<file path="src/hw/ifm_pkg.sv">
// Receive ingress buffer shared types, FIFO sizes and filter states
`default_nettype none

package ifm_pkg;

   // Stream payload fields
   typedef logic [63:0] tdata_t;
   typedef logic [7:0]  tkeep_t;

   // One data beat as {last, keep, data}
   typedef logic [72:0] beat_t;

   // MAC info byte, zero marks a good frame
   typedef logic [7:0]  info_t;

   // Status word as {info code, beats mod 256, bytes}
   typedef logic [31:0] stat_data_t;

   // Status FIFO entry as {last, keep, word}
   typedef logic [36:0] stat_t;

   // Frame byte count
   typedef logic [15:0] len_t;

   // Data FIFO, rx_clk to s2mm_clk
   localparam int data_depth_log2  = 9;
   localparam int data_afull_level = 480;

   // Info FIFO, one entry per frame
   localparam int info_depth_log2  = 8;

   // Packet and status FIFOs in s2mm_clk
   localparam int pkt_depth_log2   = 9;
   localparam int pkt_afull_level  = 480;
   localparam int stat_depth_log2  = 9;
   localparam int stat_afull_level = 480;

   // Frame filter FSM
   typedef enum logic [1:0] {
      filt_idle,
      filt_copy,
      filt_drop,
      filt_status
   } filt_state_t;

endpackage

`default_nettype wire

</file>
<file path="src/hw/ifm_frame_filter.sv">
// Frame filter, copies good frames to the packet FIFO, drops bad ones, writes status
`timescale 1ns/1ps
`default_nettype none

module ifm_frame_filter (
   input  wire                  s2mm_clk,
   input  wire                  rst_n,
   // Info FIFO read side
   input  wire                  info_fifo_empty,
   input  wire ifm_pkg::info_t  info_fifo_rdata,
   output logic                 info_fifo_rden,
   // Data FIFO read side
   input  wire ifm_pkg::beat_t  data_fifo_rdata,
   output logic                 data_fifo_rden,
   // Packet FIFO write side
   input  wire                  good_fifo_afull,
   output ifm_pkg::beat_t       good_fifo_wdata,
   output logic                 good_fifo_wren,
   // Status FIFO write side
   input  wire                  ctrl_fifo_afull,
   output ifm_pkg::stat_t       ctrl_fifo_wdata,
   output logic                 ctrl_fifo_wren
);

   ifm_pkg::filt_state_t state;
   // Info code of the frame in flight
   ifm_pkg::info_t       code;
   logic [7:0]           beat_cnt;
   ifm_pkg::len_t        byte_cnt;
   ifm_pkg::stat_data_t  stat_word;
   logic                 beat_last;
   logic [3:0]           beat_bytes;

   // Set keep bits in one beat
   function automatic logic [3:0] keep_count(input ifm_pkg::tkeep_t keep);
      logic [3:0] n;
      n = 4'd0;
      for (int i = 0; i < $bits(ifm_pkg::tkeep_t); i++) begin
         n = n + {3'b000, keep[i]};
      end
      return n;
   endfunction

   assign beat_last  = data_fifo_rdata[72];
   assign beat_bytes = keep_count(data_fifo_rdata[71:64]);

   // Copy pops only with room downstream, drop never stalls
   assign good_fifo_wren  = (state == ifm_pkg::filt_copy) && !good_fifo_afull;
   assign data_fifo_rden  = good_fifo_wren || (state == ifm_pkg::filt_drop);
   // Beat passes through unchanged
   assign good_fifo_wdata = data_fifo_rdata;

   // Status entry, keep all ones and last set
   assign stat_word       = {code, beat_cnt, byte_cnt};
   assign ctrl_fifo_wren  = (state == ifm_pkg::filt_status) && !ctrl_fifo_afull;
   assign ctrl_fifo_wdata = {1'b1, 4'hf, stat_word};

   always_ff @(posedge s2mm_clk or negedge rst_n) begin
      if (!rst_n) begin
         state          <= ifm_pkg::filt_idle;
         info_fifo_rden <= 1'b0;
         beat_cnt       <= '0;
         byte_cnt       <= '0;
      end else begin
         // Info pop is a single cycle strobe
         info_fifo_rden <= 1'b0;
         case (state)
            ifm_pkg::filt_idle: begin
               beat_cnt <= '0;
               byte_cnt <= '0;
               // Info visible means the whole frame is already buffered
               if (!info_fifo_empty) begin
                  info_fifo_rden <= 1'b1;
                  if (info_fifo_rdata == '0) begin
                     state <= ifm_pkg::filt_copy;
                  end else begin
                     state <= ifm_pkg::filt_drop;
                  end
               end
            end
            ifm_pkg::filt_copy,
            ifm_pkg::filt_drop: begin
               // Counts cover dropped frames as well
               if (data_fifo_rden) begin
                  beat_cnt <= beat_cnt + 8'd1;
                  byte_cnt <= byte_cnt + {12'd0, beat_bytes};
                  if (beat_last) begin
                     state <= ifm_pkg::filt_status;
                  end
               end
            end
            ifm_pkg::filt_status: begin
               // Hold until the status FIFO has room
               if (ctrl_fifo_wren) begin
                  state <= ifm_pkg::filt_idle;
               end
            end
            default: begin
               state <= ifm_pkg::filt_idle;
            end
         endcase
      end
   end

   // Latch the code as the info byte is taken
   always_ff @(posedge s2mm_clk) begin
      if (state == ifm_pkg::filt_idle && !info_fifo_empty) begin
         code <= info_fifo_rdata;
      end
   end

endmodule

`default_nettype wire

</file>
<file path="config.mk">
export PLATFORM = sky130hd
export DESIGN_NAME = ifm_frame_filter
export DESIGN_NICKNAME = d
export VERILOG_FILES = /design/src/hw/ifm_pkg.sv /design/src/hw/ifm_frame_filter.sv
export SDC_FILE = /design/constraint.sdc
export NUM_CORES = 1
export LEC_CHECK = 0
export ABC_AREA = 1
export BUFFER_PORTS_ARGS = -buffer_cell sky130_fd_sc_hd__buf_2
export CELL_PAD_IN_SITES_DETAIL_PLACEMENT = 2
export CELL_PAD_IN_SITES_GLOBAL_PLACEMENT = 2
export CORE_UTILIZATION = 21
export DETAILED_ROUTE_END_ITERATION = 16
export PLACE_DENSITY = 0.83
export SYNTH_ARGS = -nofsm -noshare
export SYNTH_HDL_FRONTEND = slang
export SYNTH_SLANG_ARGS = --single-unit
</file>
<file path="constraint.sdc">
create_clock -name s2mm_clk -period 3.3 [get_ports s2mm_clk]
set_input_delay 0.66 -clock s2mm_clk [delete_from_list [all_inputs] [get_ports s2mm_clk]]
set_output_delay 0.66 -clock s2mm_clk [all_outputs]
set_load 0.05 [all_outputs]
</file>
==> impl_metrics.yaml, run 1 <==
outcome:
  status: "finished, violations left"
  violations: "setup timing"
worst_setup_path:
  critPathMaxFanout: 5
  r2r_start: "byte_cnt[0]"
  path_class: "in -> reg"
  worstPathArrival_ps: 3710
  regToRegSetupSlack_ps: 350
  r2r_cells: 13
  required_ps: 3470
  critPathLaunchType: "primary input"
  crit_path_end_kind: "flip-flop"
  r2r_end: "byte_cnt[10]"
yosys:
  synth.ff_latch_count: 35
  ys_seq_area_share_pct: 32.6
  synth_cell_types: 37
  netlist_area_um2: 2810
  synth_top_area_share_pct: 24.1
  syn_inst: 333
  synth_area_leaders: "dfrtp_1, buf_4, edfxtp_1"
  synth-edff-count: 8
  yosys.area.top_type: "dfrtp_1"
  async_flop_share_pct: 77.1
  avgSynthCellArea_um2: 8.43
  synth_common_cells: "buf_4, nand2_1, inv_1, nor2_1, dfrtp_1"
  ys_warn_count: 0
  yosysMostFrequentCell: "buf_4"
  ys.flop_type: "dfrtp_1"
clock_network:
  clkLatencyLatePin_ps: 280
  cts_tree: "built"
  clk_pin_slew_worst_paths_ps: 60
  cts_buffer_depth: 2
  clock-sinks: 35
  cts-root-buf: "clkbuf_16"
  cts_max_level: 2
  ctsHoldBuffers: 0
  cts_buffers: 5
power:
  pwr-share-comb_pct: 57.3
  power.share.clock_pct: 20.8
  peakVddDrop_mv: 0.337
  netSwitchingPower_mw: 1.39
  power_mw: 2.71
  p_int_mw: 1.33
  sequentialPowerShare_pct: 21.9
  p_leak_nw: 1.54
  swShare_pct: 51.1
  p_per_area_nw_per_um2: 891
timing:
  max_freq_ghz: 0.282
  setup_viol: 12
  finalHoldViolations: 0
  final.period_utilization_pct: 107
  tightest_slew_ps: 701
  min_period_ps: 3540
  setup_ws_ps: -242
  max-slew-margin-rel_pct: 53.3
  fin_skew_ps: 5.73
  tns_ps: -1560
  report.final.slew_viol_count: 0
  rsz0062_at_grt: "yes"
routing:
  drt_iter0_drc: 41
  via_per_inst: 4.12
  drt-total-wl_um: 7520
  antenna_left: 0
  wl_per_cell_um: 14.8
  drc: 0
  drt_first_pass_iters: 4
  num_vias: 2090
floorplanning:
  die_w_um: 118
  start_util_pct: 21.9
  io_pins: 200
  die-area_um2: 13800
  core-area_um2: 12800
  rows: 41
  die_h_um: 118
job:
  drv_cap: 0
grt:
  grt_antenna_before_repair: 0
  gr-total-overflow: 0
  grt_pass1_wl_um: 12500
  grt.total_usage_pct: 11.3
  grt_max_degree: 28
  grt_pass1_vias: 2413
cells_and_area:
  drive_above_1_share_pct: 38.8
  n_antenna_cell: 0
  fin_nets: 436
  areaGrowthSynthToFinish_pct: 8.47
  fillers: 1505
  multi_input_area_um2: 1180
  final_area_um2: 3040
  fin_util_pct: 23.7
  register_area_um2: 916
place:
  dp_hpwl_um: 5720
  dpl_cell_area_um2: 2750
  portBuffers: 66
  routabilityCongestion: 0.725
worst_hold_path:
  hp-class: "in -> async"
-- metal layers --
layer	part of all wire, %	wire (um)	vias to the layer above	global-route usage (%)
li1	-	-	970	-
met1	40	2980	1043	11.8
met2	53	3980	57	21.0
met3	6.0	452	20	3.63
met4	1.5	112	0	3.77
met5	0	0	-	0
-- cells in the final DEF, fill, tap and decap left out, types with 7 or more instances in the layout --
master / instances
a21oi_1: 8
buf_2: 65
dfrtp_1: 27
edfxtp_1: 8
ha_1: 11
inv_1: 32
nand2_1: 51
nand3_1: 7
nand3_2: 10
nand4_1: 8
nor2_1: 28
-- cell families after synthesis --
group / count (synthesis) / share of synthesized area (%)
other: 1 / 0.134
AND/OR/NAND/NOR: 126 / 22.2
AO/OA/AOI/OAI: 27 / 6.42
flip-flops: 35 / 32.6
buffers and inverters: 123 / 28.6
adder cells (fa/ha/maj): 16 / 8.47
XOR/XNOR: 5 / 1.56
-- critical path, cell delays in order --
cell     delay, ps
buf_6          100
fa_1           530
inv_1           50
fa_1           500
fa_1           440
fa_2           370
fa_2           360
inv_2           70
nand3_2         80
nand2_4        110
nand2_4         60
nor2_4         160
nand3_2         90
nand2_1         70
nor2_1          70
-- through the flow --
step / hold slack [ps] / setup WS [ps] / std cells
after floorplan: 364 / -250 / 337
after global placement: 502 / -457 / 495
after detailed placement: 524 / -600 / 495
after CTS: 470 / -239 / 505
after global routing: 471 / -364 / 507
final: 422 / -242 / 507
-- sequential cells by signal, indices dropped and copies added (netlist names) --
name and count:
byte_cnt 16, code 8, info_fifo_rden 1, beat_cnt 8, state 2
-- power groups by stage --
stage	logic, mW	registers, mW	clock network, mW
after global placement	1.43	0.596	0
after detailed placement	1.50	0.605	0
after global routing	1.69	0.607	0.596
after CTS	1.55	0.598	0.578
after floorplan	1.23	0.803	0
final	1.55	0.594	0.564
-- what timing repair did --
action                     4_1_cts  5_1_grt
setup endpoints to repair        7       13
setup buffers                    2        2
pin swaps                        2       10
cloned                           0        0
gates resized for setup          9       11
-- cell type report --
cell class	instances	area share (%)
inverters	41	5.47
flip-flops and latches	35	30.1
clock inverters	3	1.56
multi-input cells	179	38.6
repair buffers	72	13.1
well taps	172	7.07
clock buffers	5	4.11
-- worst max path at each step --
stage / start / to / slack, ps / cells past startpoint
global placement: data_fifo_rdata[64] / byte_cnt[10] / -460 / 15
detailed placement: data_fifo_rdata[64] / byte_cnt[12] / -600 / 15
finish: data_fifo_rdata[64] / byte_cnt[10] / -240 / 15
floorplan: data_fifo_rdata[64] / byte_cnt[12] / -250 / 14
CTS: data_fifo_rdata[64] / byte_cnt[10] / -240 / 15
global route: data_fifo_rdata[64] / byte_cnt[10] / -360 / 15
No activity file was read; power rests on OpenSTA's default activity.
==> run 2, diff against run 1 <==
- BUFFER_PORTS_ARGS: -buffer_cell sky130_fd_sc_hd__buf_2 -> not set
- CELL_PAD_IN_SITES_DETAIL_PLACEMENT: 2 -> not set
- CELL_PAD_IN_SITES_GLOBAL_PLACEMENT: 2 -> not set
- CORE_UTILIZATION: 21 -> 48
- DONT_BUFFER_PORTS: not set -> 1
- PLACE_DENSITY: 0.83 -> 0.66
==> impl_metrics.yaml, run 2 (synthesized netlist as in run 1, its figures left out) <==
worst_setup_path:
  required_ps: 3480
  r2r_start: "byte_cnt[0]"
  path_class: "in -> reg"
  crit_slowest_cell: "fa_1"
  cpMostUsedCell: "fa_1"
  critPathMaxFanout: 5
  critical_path.cell_chain: "fa_1 -> inv_2 -> fa_1 -> fa_1 -> fa_2 -> fa_2 -> inv_2 -> nand3_2 -> nand2_4 -> nand2_2 -> nor2_4 -> nand3_1 -> nand2_1 -> nor2_1"
  crit_family: "adder cells"
  critPathLaunchType: "primary input"
  worstPathArrival_ps: 3550
  max_stage_delay_ps: 550
  crit_path_end_kind: "flip-flop"
  critPathBufInv: 2
  critPathLaunch: "data_fifo_rdata[64]"
cells_and_area:
  final_cell_mix: "nand2_1, inv_1, nor2_1"
  largest_reg_flops: 16
  reg_top3: "byte_cnt x16, beat_cnt x8, code x8"
  fillers: 550
  n_antenna_cell: 0
  regMostFlops: "byte_cnt"
  final_common_cell: "nand2_1"
  drive_above_1_share_pct: 20.4
  areaGrowthSynthToFinish_pct: -11.9
  final_cells: 342
  fin_nets: 372
floorplanning:
  start_util_pct: 50.3
  die-area_um2: 6160
  die_h_um: 78.5
  rows: 27
  io_pins: 200
  die_w_um: 78.5
  core-area_um2: 5570
routing:
  drc: 0
  drt_first_pass_iters: 4
  drt-total-wl_um: 5130
  drt_iter0_drc: 109
  antenna_left: 0
  via_per_inst: 5.19
  wl_per_cell_um: 15.0
  num_vias: 1774
grt:
  grt_max_degree: 28
  grt.total_usage_pct: 17.8
  grt_pass1_vias: 1693
  grt_antenna_before_repair: 0
  gr-total-overflow: 0
  grt_pass1_wl_um: 8370
timing:
  fin_skew_ps: 7.42
  final.period_utilization_pct: 102
  max_freq_ghz: 0.297
  setup_viol: 5
  finalHoldViolations: 0
  tns_ps: -263
  rsz0062_at_grt: "yes"
  tightest_slew_ps: 875
  max-slew-margin-rel_pct: 41.4
  report.final.slew_viol_count: 0
  min_period_ps: 3370
  setup_ws_ps: -69.4
outcome:
  violations: "setup timing"
  status: "finished, violations left"
power:
  peakVddDrop_mv: 0.390
  power_mw: 2.30
  p_per_area_nw_per_um2: 931
  p_leak_nw: 1.19
clock_network:
  ctsHoldBuffers: 0
  clkLatencyLatePin_ps: 290
  cts_buffer_depth: 2
  cts-root-buf: "clkbuf_8"
  clock-sinks: 35
  clk_pin_slew_worst_paths_ps: 70
  cts_buffers: 5
  cts_tree: "built"
  cts_max_level: 2
place:
  dp_hpwl_um: 3810
  dp_cells: 329
  routabilityCongestion: 0.775
  portBuffers: 0
worst_hold_path:
  hp-class: "in -> async"
job:
  drv_cap: 0
## run 2: cell type report
| cell class | instances | area (um^2) | share of cell area, % |
|---|---|---|---|
| inverters | 41 | 166 | 6.73 |
| clock buffers | 6 | 72.6 | 2.93 |
| flip-flops and latches | 35 | 916 | 37.0 |
| clock inverters | 1 | 30.0 | 1.21 |
| multi-input cells | 179 | 1130 | 45.9 |
| repair buffers | 8 | 63.8 | 2.58 |
| well taps | 72 | 90.1 | 3.64 |
## run 2: what timing repair did
item | CTS | global route
endpoints found under the hold margin | 0 | 0
cloned | 0 | 0
pin swaps | 1 | 3
buffers inserted | 3 | 3
gates resized for setup | 2 | 6
endpoints found under the setup margin | 4 | 8
## run 2: worst paths after layout
check	to	slack, ps	cells past startpoint
setup / recovery	byte_cnt[10]	-70	14
hold / removal	byte_cnt[2]	50	0
setup reg to reg	byte_cnt[10]	440	13
hold reg to reg	byte_cnt[0]	590	2
max in group asynchronous	beat_cnt[1]	3160	0
min in group s2mm_clk	code[1]	460	0
## run 2: metal layers
| metal | wire [um] | global-route usage (%) | up-vias |
|---|---|---|---|
| li1 | - | - | 839 |
| met1 | 2010 | 18.9 | 820 |
| met2 | 2490 | 29.5 | 97 |
| met3 | 500 | 8.02 | 18 |
| met4 | 130 | 9.26 | 0 |
| met5 | 0 | 0 | - |
## run 2: where the power goes
group          switching, mW  internal (mW)  total (mW)
Clock                  0.155          0.221       0.376
Combinational          0.773          0.350        1.12
Sequential             0.275          0.528       0.803
## run 2: through the flow
| stage | instance area [um^2] | util [%] | hold slack [ps] | setup WS, ps |
|---|---|---|---|---|
| 3_5_place_dp | 2300 | 41.2 | 365 | -408 |
| 3_3_place_gp | 2300 | 41.2 | 365 | -351 |
| 2_1_floorplan | 2830 | - | 364 | -250 |
| 5_1_grt | 2470 | 44.4 | 32.8 | -191 |
| 4_1_cts | 2430 | 43.5 | 50.0 | -72.7 |
| 6_report | 2470 | 44.4 | 55.0 | -69.4 |
==> run 3, diff against run 2 <==
- ABC_AREA: 1 -> 0
- CORE_AREA: not set -> 2 2 76 78
- CORE_UTILIZATION: 48 -> not set
- DIE_AREA: not set -> 0 0 78 80
- PLACE_DENSITY: 0.66 -> 0.65
==> impl_metrics.yaml, run 3 <==
cells_and_area:
  final_common_cell: "dfrtp_1"
  regMostFlops: "byte_cnt"
  n_antenna_cell: 0
  register_area_um2: 916
  fillers: 537
  fin_util_pct: 42.4
  fin_nets: 300
  reg_top3: "byte_cnt x16, beat_cnt x8, code x8"
  drive_above_1_share_pct: 16.1
  final_cell_mix: "dfrtp_1, inv_1, nor2_1"
  areaGrowthSynthToFinish_pct: -10.1
  largest_reg_flops: 16
  multi_input_area_um2: 1040
outcome:
  status: "finished, violations left"
  violations: "setup timing"
grt:
  grt_antenna_before_repair: 0
  gr-total-overflow: 0
  grt_pass1_wl_um: 7650
  grt_max_degree: 28
  grt_pass1_vias: 1531
  grt.total_usage_pct: 16.0
timing:
  max-slew-margin-rel_pct: 37.0
  finalHoldViolations: 0
  holdWs_ps: 45.8
  report.final.slew_viol_count: 0
  fin_skew_ps: 6.25
  min_period_ps: 3570
  setup_viol: 10
  final.period_utilization_pct: 108
  setup_ws_ps: -268
  tns_ps: -1410
  tightest_slew_ps: 944
  rsz0062_at_grt: "yes"
  max_freq_ghz: 0.280
power:
  p_per_area_nw_per_um2: 896
  p_leak_nw: 0.984
  power_mw: 2.05
  peakVddDrop_mv: 0.336
yosys:
  netlist_area_um2: 2550
  synth_area_leaders: "dfrtp_1, buf_4, edfxtp_1"
  synth_top_area_share_pct: 26.5
  synth.ff_latch_count: 35
  yosysMostFrequentCell: "buf_4"
  avgSynthCellArea_um2: 9.73
  ys.flop_type: "dfrtp_1"
  syn_inst: 262
  synth-edff-count: 8
  yosys.area.top_type: "dfrtp_1"
  async_flop_share_pct: 77.1
  ys_warn_count: 0
  synth_cell_types: 47
  ys_seq_area_share_pct: 35.9
  synth_common_cells: "buf_4, dfrtp_1, inv_1, nor2_1, nand2_1"
worst_setup_path:
  crit_path_end_kind: "flip-flop"
  cpMostUsedCell: "fa_2"
  worstPathArrival_ps: 3750
  critical_path.cell_chain: "fa_1 -> inv_1 -> fa_1 -> fa_2 -> fa_2 -> fa_2 -> nor2b_4 -> o21ai_4 -> buf_4 -> a211oi_2 -> xnor2_1 -> nor2_1"
  path_class: "in -> reg"
  critPathMaxFanout: 6
  required_ps: 3490
  crit_family: "adder cells"
  max_stage_delay_ps: 530
  critPathLaunchType: "primary input"
  crit_slowest_cell: "fa_1"
  critPathBufInv: 2
floorplanning:
  die_h_um: 80
  io_pins: 200
  die_w_um: 78
  rows: 27
  core-area_um2: 5410
  start_util_pct: 47.2
  die-area_um2: 6240
worst_hold_path:
  hp-class: "in -> async"
routing:
  antenna_left: 0
  drc: 0
  drt_first_pass_iters: 4
  wl_per_cell_um: 17.7
  num_vias: 1467
  drt_iter0_drc: 39
  via_per_inst: 5.41
  drt-total-wl_um: 4810
place:
  dp_hpwl_um: 3520
  routabilityCongestion: 0.808
  portBuffers: 0
clock_network:
  cts_max_level: 2
  cts_buffer_depth: 2
  cts_tree: "built"
  cts_buffers: 5
  cts-root-buf: "clkbuf_8"
  clkLatencyLatePin_ps: 300
  clk_pin_slew_worst_paths_ps: 80
  clock-sinks: 35
job:
  drv_cap: 0
run 3: cell count changes in the layout (fill, tap and decap cells not counted), moves of 4 or more:
cell	delta
a21oi_1	-5
inv_1	-14
inv_2	-6
nand2_1	-39
nand2_2	-6
nand2_4	-4
nand3_1	-7
nand4_1	-6
nor2_1	-11
nor2_2	-4
nor2b_1	+5
o21ai_2	-4
xnor2_1	+8
run 3: final timing paths:
check                                         start           end  slack, ps  cells past startpoint
worst max-delay path            data_fifo_rdata[64]  byte_cnt[10]       -270                     12
min in group s2mm_clk            info_fifo_rdata[5]       code[5]        450                      0
worst max register to register          byte_cnt[0]  byte_cnt[10]        250                     11
max in group asynchronous                     rst_n   byte_cnt[0]       3170                      0
worst min-delay path                          rst_n      state[1]         50                      0
worst min register to register             state[0]      state[0]        590                      1
run 3: through the flow:
stage	instance area [um^2]	cells	setup slack, ps
2_1_floorplan	2580	266	-442
3_3_place_gp	2100	260	-537
3_5_place_dp	2100	260	-579
4_1_cts	2280	270	-281
5_1_grt	2290	271	-378
6_report	2290	271	-268
run 3: kinds of logic (layout without fill, tap and decap cells):
group                    count (synthesis)  after routing  synth area share (%)
flip-flops                              35             35                  35.9
other                                    1              5                 0.147
XOR/XNOR                                15             15                  5.15
adder cells (fa/ha/maj)                 16             16                  9.33
buffers and inverters                  101             34                  26.5
AND/OR/NAND/NOR                         62             62                  12.7
AO/OA/AOI/OAI                           31             31                  9.87
multiplexers                             1              1                 0.393
run 3: cell type report:
class	instances	area share, %
multi-input cells	130	45.6
flip-flops and latches	35	40.0
well taps	72	3.93
clock buffers	5	3.00
inverters	18	2.95
repair buffers	8	2.62
clock inverters	3	1.91
run 3: power by group:
group / switching [mW] / leakage [nW] / total, mW / internal (mW)
Clock: 0.176 / 0.0581 / 0.401 / 0.225
Combinational: 0.577 / 0.487 / 0.899 / 0.322
Sequential: 0.229 / 0.438 / 0.752 / 0.523
run 3: repair_timing:
action / in CTS / in global routing
setup endpoints to repair: 9 / 12
hold buffers: 0 / 0
pin swaps: 3 / 4
setup buffers: 2 / 1
resized for setup: 5 / 2
run 3: per-layer routing:
layer  up-vias  part of all wire, %  wire length (um)  track usage, %
li1        659                    -                 -               -
met4         0                  2.4               114            7.19
met5         -                    0                 0               0
met1       715                   40              1910            18.3
met3        18                   11               520            7.35
met2        75                   47              2260            25.9
